$ cat src/verilog/r10k_pkg.sv
/*
  Sizes and types shared by the rename core.
  Tag and index widths follow the register-file sizes below; change them together.
*/
package r10k_pkg;

  // register-file and reorder-buffer sizes
  localparam int num_arch = 8;
  localparam int num_phys = 32;
  localparam int num_rob  = 8;

  // architectural register number
  typedef logic [$clog2(num_arch)-1:0] arch_reg_t;

  // physical register tag
  typedef logic [$clog2(num_phys)-1:0] phys_tag_t;

  // reorder-buffer slot index, wraps modulo num_rob
  typedef logic [$clog2(num_rob)-1:0] rob_idx_t;

  // occupancy, 0 up to num_rob inclusive
  typedef logic [$clog2(num_rob):0] rob_count_t;

  // reorder-buffer mode
  typedef enum logic {
    rob_run,
    rob_squash
  } rob_state_t;

endpackage

$ cat src/verilog/reorder_buffer.sv
/*
  Circular reorder buffer holding arch, T and T_old per entry.
  A mispredict must name a live entry; younger entries are undone one per cycle.
  Dispatch and retire are blocked during the mispredict cycle and while busy.
*/
`timescale 1ns/100ps

module reorder_buffer (
  input  logic                clock,
  input  logic                reset,
  input  logic                dispatch_valid,
  input  r10k_pkg::arch_reg_t dispatch_arch,
  input  r10k_pkg::phys_tag_t alloc_t,
  input  r10k_pkg::phys_tag_t alloc_t_old,
  input  logic                free_empty,
  input  logic                retire,
  input  logic                mispredict,
  input  r10k_pkg::rob_idx_t  mispredict_rob_idx,
  output logic                dispatch_ready,
  output r10k_pkg::rob_idx_t  dispatch_rob_idx,
  output logic                alloc,
  output logic                retire_valid,
  output r10k_pkg::phys_tag_t retire_t_old,
  output logic                free_push,
  output r10k_pkg::phys_tag_t free_push_t,
  output logic                busy,
  output logic                undo_valid,
  output r10k_pkg::arch_reg_t undo_arch,
  output r10k_pkg::phys_tag_t undo_t,
  output r10k_pkg::phys_tag_t undo_t_old,
  output r10k_pkg::rob_idx_t  head_idx
);
  import r10k_pkg::*;

  // entry payload
  arch_reg_t  ent_arch  [num_rob];
  phys_tag_t  ent_t     [num_rob];
  phys_tag_t  ent_t_old [num_rob];

  // control state
  rob_idx_t   head;
  rob_idx_t   tail;
  rob_count_t count;
  rob_state_t state;
  rob_idx_t   squash_stop;

  rob_idx_t   tail_prev;
  rob_idx_t   branch_next;
  logic       full;
  logic       do_retire;
  logic       take_mispredict;

  assign full      = (count == rob_count_t'(num_rob));
  assign busy      = (state == rob_squash);
  assign tail_prev = tail - 1'b1;

  // dispatch side
  assign dispatch_ready   = !full && !free_empty && !busy && !mispredict;
  assign alloc            = dispatch_valid && dispatch_ready;
  assign dispatch_rob_idx = tail;

  // retire side, oldest entry at head
  assign retire_valid = (count != '0) && !busy && !mispredict;
  assign do_retire    = retire && retire_valid;
  assign retire_t_old = ent_t_old[head];
  assign head_idx     = head;

  // undo stream comes from the youngest entry
  assign undo_valid = busy;
  assign undo_arch  = ent_arch[tail_prev];
  assign undo_t     = ent_t[tail_prev];
  assign undo_t_old = ent_t_old[tail_prev];

  // tail lands one past the branch once the walk-back is done
  assign branch_next = mispredict_rob_idx + 1'b1;
  // no walk-back when the branch is already the youngest entry
  assign take_mispredict = mispredict && !busy && (branch_next != tail);

  // retire and undo never overlap, so one push port is enough
  assign free_push   = do_retire || undo_valid;
  assign free_push_t = undo_valid ? undo_t : retire_t_old;

  always_ff @(posedge clock) begin
    if (reset) begin
      head        <= '0;
      tail        <= '0;
      count       <= '0;
      state       <= rob_run;
      squash_stop <= '0;
    end else begin
      case (state)
        rob_run: begin
          if (do_retire) begin
            head <= head + 1'b1;
          end
          if (alloc) begin
            tail <= tail + 1'b1;
          end
          if (alloc && !do_retire) begin
            count <= count + 1'b1;
          end else if (!alloc && do_retire) begin
            count <= count - 1'b1;
          end
          if (take_mispredict) begin
            state       <= rob_squash;
            squash_stop <= branch_next;
          end
        end
        rob_squash: begin
          // pop one younger entry per cycle
          tail  <= tail_prev;
          count <= count - 1'b1;
          if (tail_prev == squash_stop) begin
            state <= rob_run;
          end
        end
        default: begin
          state <= rob_run;
        end
      endcase
    end
  end

  // payload written at the tail on an accepted dispatch
  always_ff @(posedge clock) begin
    if (alloc) begin
      ent_arch[tail]  <= dispatch_arch;
      ent_t[tail]     <= alloc_t;
      ent_t_old[tail] <= alloc_t_old;
    end
  end

endmodule

$ cat src/verilog/map_table.sv
/*
  Architectural-to-physical map, identity after reset.
  Single write port; the read is the registered value with no write bypass,
  so a write and a dependent read must not share a cycle.
*/
`timescale 1ns/100ps

module map_table (
  input  logic                clock,
  input  logic                reset,
  input  r10k_pkg::arch_reg_t read_arch,
  output r10k_pkg::phys_tag_t read_t,
  input  logic                write_en,
  input  r10k_pkg::arch_reg_t write_arch,
  input  r10k_pkg::phys_tag_t write_t
);
  import r10k_pkg::*;

  // one tag per architectural register
  phys_tag_t map [num_arch];

  // current mapping, seen as T_old by dispatch
  assign read_t = map[read_arch];

  always_ff @(posedge clock) begin
    if (reset) begin
      // arch register i starts in physical register i
      for (int i = 0; i < num_arch; i++) begin
        map[i] <= phys_tag_t'(i);
      end
    end else if (write_en) begin
      map[write_arch] <= write_t;
    end
  end

endmodule

$ cat src/verilog/free_list.sv
/*
  Circular queue of free physical tags, num_phys deep.
  Reset loads tags num_arch up to num_phys-1 in order.
  Pop on empty and push beyond num_phys are not guarded.
*/
`timescale 1ns/100ps

module free_list (
  input  logic                clock,
  input  logic                reset,
  input  logic                pop,
  output r10k_pkg::phys_tag_t head_t,
  output logic                empty,
  input  logic                push,
  input  r10k_pkg::phys_tag_t push_t
);
  import r10k_pkg::*;

  phys_tag_t                     tags [num_phys];
  logic [$clog2(num_phys)-1:0]   head_ptr;
  logic [$clog2(num_phys)-1:0]   tail_ptr;
  logic [$clog2(num_phys):0]     count;

  assign head_t = tags[head_ptr];
  assign empty  = (count == '0);

  always_ff @(posedge clock) begin
    if (reset) begin
      // tags below num_arch are held by the identity map
      for (int i = 0; i < num_phys; i++) begin
        if (i < num_phys - num_arch) begin
          tags[i] <= phys_tag_t'(i + num_arch);
        end
      end
      head_ptr <= '0;
      tail_ptr <= ($clog2(num_phys))'(num_phys - num_arch);
      count    <= ($clog2(num_phys) + 1)'(num_phys - num_arch);
    end else begin
      if (pop) begin
        head_ptr <= head_ptr + 1'b1;
      end
      if (push) begin
        tags[tail_ptr] <= push_t;
        tail_ptr       <= tail_ptr + 1'b1;
      end
      // simultaneous pop and push leaves the count alone
      if (pop && !push) begin
        count <= count - 1'b1;
      end else if (push && !pop) begin
        count <= count + 1'b1;
      end
    end
  end

endmodule

$ cat src/verilog/rename_core.sv
/*
  Rename and reorder core: reorder buffer, map table and free list.
  One dispatch and one retire per cycle; mispredict only while busy is low.
*/
`timescale 1ns/100ps

module rename_core (
  input  logic                clock,
  input  logic                reset,
  input  logic                dispatch_valid,
  input  r10k_pkg::arch_reg_t dispatch_arch,
  output logic                dispatch_ready,
  output r10k_pkg::phys_tag_t dispatch_t,
  output r10k_pkg::phys_tag_t dispatch_t_old,
  output r10k_pkg::rob_idx_t  dispatch_rob_idx,
  input  logic                retire,
  output logic                retire_valid,
  output r10k_pkg::phys_tag_t retire_t_old,
  input  logic                mispredict,
  input  r10k_pkg::rob_idx_t  mispredict_rob_idx,
  output logic                busy,
  output r10k_pkg::rob_idx_t  head_idx
);
  import r10k_pkg::*;

  logic      alloc;
  logic      free_empty;
  logic      free_push;
  phys_tag_t free_push_t;
  logic      undo_valid;
  arch_reg_t undo_arch;
  phys_tag_t undo_t_old;
  logic      map_write_en;
  arch_reg_t map_write_arch;
  phys_tag_t map_write_t;

  // undo restores T_old; otherwise dispatch maps to the new tag
  assign map_write_en   = alloc || undo_valid;
  assign map_write_arch = undo_valid ? undo_arch : dispatch_arch;
  assign map_write_t    = undo_valid ? undo_t_old : dispatch_t;

  reorder_buffer rob0 (
    .clock              (clock),
    .reset              (reset),
    .dispatch_valid     (dispatch_valid),
    .dispatch_arch      (dispatch_arch),
    .alloc_t            (dispatch_t),
    .alloc_t_old        (dispatch_t_old),
    .free_empty         (free_empty),
    .retire             (retire),
    .mispredict         (mispredict),
    .mispredict_rob_idx (mispredict_rob_idx),
    .dispatch_ready     (dispatch_ready),
    .dispatch_rob_idx   (dispatch_rob_idx),
    .alloc              (alloc),
    .retire_valid       (retire_valid),
    .retire_t_old       (retire_t_old),
    .free_push          (free_push),
    .free_push_t        (free_push_t),
    .busy               (busy),
    .undo_valid         (undo_valid),
    .undo_arch          (undo_arch),
    // undone T reaches the free list through free_push_t
    .undo_t             (),
    .undo_t_old         (undo_t_old),
    .head_idx           (head_idx)
  );

  map_table map0 (
    .clock      (clock),
    .reset      (reset),
    .read_arch  (dispatch_arch),
    .read_t     (dispatch_t_old),
    .write_en   (map_write_en),
    .write_arch (map_write_arch),
    .write_t    (map_write_t)
  );

  free_list free0 (
    .clock  (clock),
    .reset  (reset),
    .pop    (alloc),
    .head_t (dispatch_t),
    .empty  (free_empty),
    .push   (free_push),
    .push_t (free_push_t)
  );

endmodule

$ cat config.mk
export PLATFORM = sky130hd
export DESIGN_NAME = rename_core
export DESIGN_NICKNAME = d
export VERILOG_FILES = /design/src/verilog/r10k_pkg.sv /design/src/verilog/reorder_buffer.sv /design/src/verilog/map_table.sv /design/src/verilog/free_list.sv /design/src/verilog/rename_core.sv
export SDC_FILE = /design/constraint.sdc
export NUM_CORES = 1
export LEC_CHECK = 0
export CAP_MARGIN = 20
export CORE_UTILIZATION = 30
export CTS_CLUSTER_SIZE = 40
export DETAILED_ROUTE_END_ITERATION = 8
export DONT_BUFFER_PORTS = 1
export PLACE_DENSITY_LB_ADDON = 0.12
export SYNTH_ARGS = -nofsm -noshare
export SYNTH_HDL_FRONTEND = slang
export SYNTH_HIERARCHICAL = 1
export SYNTH_SLANG_ARGS = --single-unit
export TNS_END_PERCENT = 20
$ cat constraint.sdc
create_clock -name clock -period 8.4 [get_ports clock]
set_input_delay 1.68 -clock clock [delete_from_list [all_inputs] [get_ports clock]]
set_output_delay 1.68 -clock clock [all_outputs]
set_load 0.01 [all_outputs]
==> results of run 1 <==
==> worst paths after layout <==
check / start / to / slack, ps / cells after the start
min: rob0/squash_stop[0] / rob0/squash_stop[0] / 510 / 2
min reg2reg: rob0/squash_stop[0] / rob0/squash_stop[0] / 510 / 2
max reg2reg: rob0/dispatch_rob_idx[0] / map0/map[4][2] / 3540 / 9
max: flop / dispatch_t[0] / 3390 / 5
==> cells in the mapped netlist (14+ instances only) <==
cell,instances
mux4_2,45
nand4_1,15
mux2i_1,69
dfxtp_1,38
a21oi_1,21
o21ai_0,17
edfxtp_1,304
mux2_2,25
nand3_1,37
nand2_1,70
clkbuf_1,45
a22oi_1,22
nor3_1,66
nor2_1,67
buf_2,25
or3_1,34
ha_1,14
inv_1,19
==> worst max-delay path, stage by stage (launching register included) <==
cell and delay (ps):
dfxtp_4 750, buf_4 610, mux2i_1 380, a22oi_1 160, nand3_1 150, nand4_1 670
==> power breakdown <==
part           internal (mW)  leakage, nW  total (mW)  switching (mW)
clock network           1.07        0.647        1.77           0.699
registers               1.98         2.97        2.06          0.0782
logic                  0.388         1.69        1.05           0.667
==> kinds of logic after synthesis <==
| logic type | count (synthesis) | synth area share |
|---|---|---|
| and+or+nand+nor | 357 | 0.117 |
| adders and majority gates | 14 | 0.0112 |
| AOI/OAI and AO/OA | 90 | 0.0382 |
| xor gates and xnor gates | 23 | 0.0137 |
| DFF | 342 | 0.630 |
| muxes | 164 | 0.158 |
| buffers and inverters | 105 | 0.0323 |
==> flip-flops by register name (all words and copies together) (netlist names), named ones only <==
register               cells
rob0/ent_t_old            40
free0/tail_ptr             5
map0/map                  40
rob0/ent_t                40
free0/tags               160
rob0/ent_arch             24
rob0/busy                  1
rob0/squash_stop           3
free0/count                6
rob0/count                 4
rob0/head_idx              3
free0/head_ptr             5
rob0/dispatch_rob_idx      3
==> area by class of cell <==
| type | count | area, um^2 | area share |
|---|---|---|---|
| sequential | 342 | 9900 | 0.559 |
| multi-input combinational | 648 | 5360 | 0.303 |
| clock buffer | 51 | 1080 | 0.0613 |
| tap | 680 | 851 | 0.0481 |
| clock inverter | 22 | 239 | 0.0135 |
| timing repair buffer | 24 | 180 | 0.0102 |
| inverter | 22 | 87.6 | 0.00495 |
| antenna | 1 | 2.50 | 0.000141 |
==> per-stage QoR <==
stage,util,power [mW],hold WS (ps)
floorplan,-,2.83,482
global placement,0.318,3.17,499
detailed placement,0.318,3.17,504
CTS,0.344,4.96,512
global route,0.344,5.09,558
finish,0.344,4.88,513
==> metal layers <==
metal	share of wire	wire length (um)	vias up
li1	-	-	4180
met3	0.039	1550	39
met5	0	0	-
met4	0.019	744	0
met1	0.46	18200	4572
met2	0.48	19200	136
==> results.py, run 1 <==
metrics = {
    "status": {
        "outcome": "finished clean",
    },
    "logic_synthesis": {
        "netlist_area_mm2": 0.0157,
        "ys.flop_type": "edfxtp_1",
        "synth_fp_nets": 1120,
        "synth-seq-cells": 342,
        "synth_area_leader_cell": "edfxtp_1",
        "synth.area.top_cells": "edfxtp_1, mux4_2, dfxtp_1",
        "syn_inst": 1095,
        "yosys_warnings": 6,
        "synthArstFlopShare": 0,
        "synth_cell_types": 66,
        "seq_area_frac_synth": 0.630,
        "synth_edf_count": 304,
        "yosys.area.top_type_share": 0.581,
        "avgSynthCellArea_um2": 14.3,
    },
    "die": {
        "initial_core_util": 0.305,
        "die_h_um": 231,
        "ios": 35,
        "die_area_mm2": 0.0533,
        "die_w_um": 231,
        "row_count": 83,
        "core_area_mm2": 0.0515,
    },
    "job": {
        "cap_viol_max_count": 0,
    },
    "cells_and_area": {
        "final_common_cell": "edfxtp_1",
        "layoutNonFillerInstCount": 1790,
        "fillers": 5067,
        "nets": 1103,
        "final_cell_mix": "edfxtp_1, nand2_1, mux2i_1",
        "stdcell_area_mm2": 0.0177,
        "syn_to_final_growth_pct": 12.7,
        "drive_above_1_share": 0.170,
    },
    "setup_path": {
        "startpoint_type": "flop",
        "required_ps": 6720,
        "end_kind": "output port",
        "path_class": "flop to output port",
        "cp_max_fo": 36,
        "arrival_ps": 3330,
    },
    "sta": {
        "max_freq_ghz": 0.200,
        "finClkSkew_ps": 30.6,
        "final_hold_viol_count": 0,
        "setup_slack_ps": 3390,
        "setup_violations": 0,
        "grt_setup_unrepaired": "false",
        "worstMarginPinSlew_ps": 1050,
        "fin_crit_sh": 0.596,
        "drv_slew": 0,
        "min_period_ps": 5010,
        "finalSetupTns_ps": 0,
        "max-slew-margin-rel": 0.298,
    },
    "clock_network": {
        "clk_pin_slew_ps": 60,
        "h-tree-depth": 2,
        "root_buffer": "clkbuf_16",
        "post-cts-setup-buffers": 0,
        "clock_latency_ps": 560,
        "clkSinkCount": 342,
        "cts_tree": "done",
        "ctsHoldBuffers": 0,
        "clk_path_buf_depth": 3,
        "cts_buffers": 40,
        "cts-resized-gates": 0,
    },
    "detailed_routing": {
        "route.detailed.drc": 0,
        "drtIter0Drc": 561,
        "firstDrtPassIters": 5,
        "vias": 8927,
        "wl_per_cell_um": 22.1,
        "drtAntennaViolNets": 0,
        "wl_mm": 39.6,
        "post_drt_via_cell_ratio": 4.99,
    },
    "pwr": {
        "power.leakage_nw": 5.31,
        "ir_worst_vdd_mv": 0.155,
        "p_per_area_mw_per_mm2": 276,
    },
    "placed_design": {
        "hpwl_mm": 25.3,
        "placed_cell_area_mm2": 0.0164,
        "port_buffers": 0,
        "gp_congestion": 0.732,
        "dp_slack_ps": 3390,
        "dp.cells": 1716,
    },
    "global_route": {
        "antenna_found_initial": 1,
        "grt_max_degree": 52,
        "first_global_vias": 9222,
        "top_usage_layer": "met2",
        "grt_use_met2": 0.253,
        "grt-ovfl-total": 0,
        "grt_usage": 0.152,
        "grt_util_met3": 0.0267,
        "grt_pass1_wl_mm": 60.0,
        "use_met1": 0.202,
    },
    "hold_path": {
        "hp-class": "flop to flop",
    },
}
Power figures use the tool's default switching activity.
==> run 2: changes to the inputs <==
- clock period: 8.4 -> 5.19 ns (I/O delays scaled with it)
==> run 2 against run 1 <==
Final area rose by 0.11%. Routed wire length rose by 0.36%. Non-clock buffer count rose by 8. Sequential share of layout area fell by 0.063 points. Clock-buffer cell count fell by 5. Power rose by 61%. Setup slack got worse by 2400 ps.
==> results.py, run 2 (synthesis results as in run 1) <==
metrics = {
    "status": {
        "outcome": "finished clean",
    },
    "sta": {
        "finalSetupTns_ps": 0,
        "grt_setup_unrepaired": "false",
        "drv_slew": 0,
        "worstMarginPinSlew_ps": 861,
        "fin_crit_sh": 0.800,
        "setup_violations": 0,
        "finClkSkew_ps": 26.5,
        "max-slew-margin-rel": 0.425,
        "final_hold_viol_count": 0,
        "max_freq_ghz": 0.241,
        "setup_slack_ps": 1040,
        "min_period_ps": 4150,
    },
    "placed_design": {
        "dp_slack_ps": 1040,
        "gp_congestion": 0.753,
        "dp.cells": 1724,
        "port_buffers": 0,
        "hpwl_mm": 26.0,
    },
    "clock_network": {
        "clock_latency_ps": 560,
        "cts_buffers": 39,
        "post-cts-setup-buffers": 0,
        "clkSinkCount": 342,
        "cts_tree": "done",
        "h-tree-depth": 2,
        "cts-resized-gates": 0,
        "root_buffer": "clkbuf_16",
        "ctsHoldBuffers": 0,
        "clk_path_buf_depth": 3,
        "clk_pin_slew_ps": 60,
    },
    "cells_and_area": {
        "layoutNonFillerInstCount": 1797,
        "regMostFlops": "free0/tags",
        "final_cell_mix": "edfxtp_1, nand2_1, mux2i_1",
        "drive_above_1_share": 0.175,
        "final_common_cell": "edfxtp_1",
        "syn_to_final_growth_pct": 12.8,
        "nets": 1110,
        "largest_reg_flops": 160,
    },
    "pwr": {
        "power.leakage_nw": 5.33,
        "ir_worst_vdd_mv": 0.197,
        "p_per_area_mw_per_mm2": 442,
    },
    "setup_path": {
        "max_stage_delay_ps": 750,
        "path_cells": "inv_1 -> ha_1 -> mux4_2 -> mux2_2 -> mux2_4 -> or3b_1 -> o21bai_1",
        "cp_num_buf_inv": 1,
        "worstReg2RegStart": "rob0/dispatch_rob_idx[1]",
        "cp_max_fo": 24,
        "ff2ff_path_depth": 7,
        "startpoint_type": "flop",
        "path_class": "flop to flop",
        "end_kind": "flop",
        "rr_endpoint": "map0/map[5][2]",
        "rrSetupSlack_ps": 1040,
        "cpLargestDelayFamily": "multiplexers",
        "required_ps": 5370,
        "crit_slowest_cell": "ha_1",
        "arrival_ps": 4330,
    },
    "detailed_routing": {
        "wl_mm": 39.8,
        "firstDrtPassIters": 5,
        "wl_per_cell_um": 22.1,
        "drtAntennaViolNets": 0,
        "route.detailed.drc": 0,
        "vias": 8994,
        "post_drt_via_cell_ratio": 5.01,
        "drtIter0Drc": 515,
    },
    "global_route": {
        "grt_usage": 0.151,
        "grt-ovfl-total": 0,
        "antenna_found_initial": 0,
        "grt_max_degree": 52,
        "first_global_vias": 9301,
        "grt_pass1_wl_mm": 60.2,
    },
    "die": {
        "ios": 35,
        "initial_core_util": 0.305,
        "die_area_mm2": 0.0533,
        "die_h_um": 231,
        "row_count": 83,
        "core_area_mm2": 0.0515,
        "die_w_um": 231,
    },
    "hold_path": {
        "hp-class": "flop to flop",
        "holdPathStages": 2,
        "hp-start": "rob0/squash_stop[2]",
        "min_to": "rob0/squash_stop[2]",
    },
    "job": {
        "cap_viol_max_count": 0,
    },
}
[run 2: cell count changes in the layout (fill, tap and decap cells not counted), sizes merged]
cell | before | now
inv | 19 | 20
clkbuf | 51 | 46
clkinv | 20 | 21
buf | 24 | 32
clkinvlp | 0 | 2
[run 2: worst max-delay path by stage]
stage | start | endpoint | slack (ps) | depth (start not counted)
6_report | rob0/dispatch_rob_idx[1] | map0/map[5][2] | 1040 | 7
5_1_grt | rob0/dispatch_rob_idx[1] | map0/map[0][3] | 790 | 7
4_1_cts | rob0/dispatch_rob_idx[1] | map0/map[0][1] | 1010 | 7
3_5_place_dp | rob0/dispatch_rob_idx[1] | map0/map[0][1] | 1040 | 7
3_3_place_gp | rob0/dispatch_rob_idx[1] | map0/map[4][0] | 1100 | 7
2_1_floorplan | rob0/dispatch_rob_idx[0] | map0/map[0][0] | 1170 | 14
[run 2: area by class of cell]
cell class / count / area, um^2
fillers: 5028 / 33800
repair buffers: 32 / 240
multi-input cells: 648 / 5360
well taps: 680 / 851
inverters: 22 / 87.6
diodes: 1 / 2.50
clock buffers: 46 / 1020
flip-flops and latches: 342 / 9900
clock inverters: 26 / 260
[run 2: worst register-to-register path, cell delays in order (launching register included)]
cell and delay, ps:
dfxtp_1 670, inv_1 180, ha_1 750, mux4_2 410, mux2_2 280, mux2_4 260
or3b_1 690, o21bai_1 530
[run 2: report_power, final]
group          internal, mW  switching, mW
sequential             3.20          0.134
clock                  1.66           1.12
combinational         0.644           1.08
total                  5.51           2.33
[run 2: metrics by stage]
step | utilization | hold WS, ps | power (mW) | area (um^2)
3_5_place_dp | 0.319 | 508 | 5.15 | 16400
2_1_floorplan | - | 482 | 4.59 | 15700
6_report | 0.344 | 519 | 7.84 | 17700
4_1_cts | 0.344 | 516 | 7.96 | 17700
3_3_place_gp | 0.319 | 500 | 5.15 | 16400
5_1_grt | 0.344 | 535 | 8.19 | 17700
[run 2: metal layers]
| metal | global-route usage | up-vias | part of all wire | routed length, um |
|---|---|---|---|---|
| li1 | - | 4184 | - | - |
| met1 | 0.207 | 4599 | 0.47 | 18700 |
| met2 | 0.243 | 144 | 0.47 | 18600 |
| met3 | 0.0261 | 67 | 0.038 | 1510 |
| met4 | 0.0480 | 0 | 0.025 | 991 |
| met5 | 0 | - | 0 | 0 |
==> run 3: changes to the inputs <==
- clock period: 5.19 -> 3.8 ns (I/O delays scaled with it)
==> run 3 against run 2 <==
Cell count up 1.1%. Flip-flop and latch count unchanged. Combinational power grew 46%. Clock skew shrank 4.8 ps. Setup slack got worse by 730 ps. Final area increased by 1.7%. Critical endpoint is now dispatch_t[1]. First-iteration DRC count up 7.6%. Register-to-register slack worse by 610 ps. Global-route usage rose by 0.46 points. Routed wire length grew 2.6%. Clock-buffer cell count up 2. Via count increased by 1.0%. Largest power group unchanged.
==> results.py, run 3 (synthesis results as in run 1) <==
metrics = {
    "status": {
        "outcome": "finished clean",
    },
    "cells_and_area": {
        "final_common_cell": "edfxtp_1",
        "utilization": 0.350,
        "syn_to_final_growth_pct": 14.7,
        "final_cell_mix": "edfxtp_1, nand2_1, mux2i_1",
        "num_antenna_cells": 0,
        "drive_above_1_share": 0.195,
        "largest_reg_flops": 160,
        "stdcell_area_mm2": 0.0180,
        "nets": 1132,
        "layoutNonFillerInstCount": 1816,
        "regMostFlops": "free0/tags",
    },
    "detailed_routing": {
        "firstDrtPassIters": 5,
        "drtAntennaViolNets": 0,
        "wl_mm": 40.8,
        "drtIter0Drc": 554,
        "vias": 9085,
        "post_drt_via_cell_ratio": 5.00,
        "route.detailed.drc": 0,
        "wl_per_cell_um": 22.5,
    },
    "placed_design": {
        "port_buffers": 0,
        "dp.cells": 1747,
        "gp_congestion": 0.785,
        "hpwl_mm": 26.7,
        "dp_slack_ps": 380,
        "placed_cell_area_mm2": 0.0167,
    },
    "clock_network": {
        "clk_pin_slew_ps": 60,
        "clk_path_buf_depth": 3,
        "cts_tree": "done",
        "h-tree-depth": 2,
        "clock_latency_ps": 540,
        "root_buffer": "clkbuf_16",
        "post-cts-setup-buffers": 0,
        "clkSinkCount": 342,
        "cts_buffers": 38,
    },
    "global_route": {
        "grt-ovfl-total": 0,
        "antenna_found_initial": 0,
        "first_global_vias": 9447,
        "grt_usage": 0.156,
        "grt_max_degree": 52,
        "grt_pass1_wl_mm": 61.9,
    },
    "pwr": {
        "power.leakage_nw": 5.49,
        "cell_internal_pwr_mw": 7.84,
        "seqPwrFrac": 0.409,
        "ir_worst_vdd_mv": 0.350,
        "combPwrFrac": 0.227,
        "finalPower_mw": 11.1,
        "p_per_area_mw_per_mm2": 614,
        "switching_power_mw": 3.22,
        "swShare": 0.291,
        "clkPwrFrac": 0.364,
    },
    "sta": {
        "worstMarginPinSlew_ps": 785,
        "setup_slack_ps": 306,
        "final_hold_viol_count": 0,
        "grt_setup_unrepaired": "false",
        "finalSetupTns_ps": 0,
        "whs_ps": 316,
        "max-slew-margin-rel": 0.471,
        "min_period_ps": 3490,
        "setup_violations": 0,
        "max_freq_ghz": 0.286,
        "finClkSkew_ps": 21.6,
        "drv_slew": 0,
        "fin_crit_sh": 0.920,
    },
    "setup_path": {
        "end_kind": "output port",
        "path_class": "flop to output port",
        "arrival_ps": 2730,
        "cp_max_fo": 12,
        "required_ps": 3040,
        "startpoint_type": "flop",
    },
    "die": {
        "die_area_mm2": 0.0533,
        "initial_core_util": 0.305,
        "row_count": 83,
        "die_w_um": 231,
        "ios": 35,
        "core_area_mm2": 0.0515,
        "die_h_um": 231,
    },
    "hold_path": {
        "hp-class": "primary input to flop",
    },
    "job": {
        "cap_viol_max_count": 0,
    },
}
==> run 3: changes by cell type in the layout (fill, tap and decap cells not counted), sizes merged <==
cell    delta
clkinv     -9
diode      -1
buf       +23
bufinv     +4
clkbuf     +2
==> run 3: critical path, stage by stage, from the launching register on <==
cell and delay [ps]:
dfxtp_2 450, buf_4 240, nor2_1 530, a22oi_1 260, nand3_1 140, nand4_1 280, buf_4 300
==> run 3: power groups by stage <==
stage / logic, mW / registers (mW) / clock network (mW)
after floorplan: 1.73 / 4.54 / 0
final: 2.51 / 4.53 / 4.02
after CTS: 2.58 / 4.53 / 4.15
after global placement: 2.56 / 4.61 / 0
after global routing: 2.73 / 4.55 / 4.27
after detailed placement: 2.57 / 4.61 / 0
==> run 3: final timing paths <==
check / start / cells after the start / to / slack (ps)
min: reset / 1 / free0/count[1] / 320
max reg2reg: rob0/count[0] / 9 / free0/tags[4][1] / 430
max: flop / 6 / dispatch_t[1] / 310
min reg2reg: rob0/squash_stop[0] / 2 / rob0/squash_stop[0] / 510
==> run 3: timing repair <==
| action | in CTS | in global routing |
|---|---|---|
| resized for setup | 0 | 2 |
| hold endpoints to repair | 0 | 0 |
| setup endpoints to repair | 0 | 4 |
| hold buffers | 0 | 0 |
==> run 3: layout make-up <==
type,count,area (um^2)
Fill cell,5082,33500
Sequential cell,342,9900
Multi-Input combinational cell,648,5360
Clock buffer,48,1020
Tap cell,680,851
Timing Repair Buffer,55,463
Clock inverter,21,333
Inverter,22,87.6
==> run 3: per-layer routing <==
layer / wire length (um) / GRT usage
met1: 18400 / 0.207
met5: 0 / 0
met2: 19800 / 0.260
met3: 1830 / 0.0303
met4: 738 / 0.0385
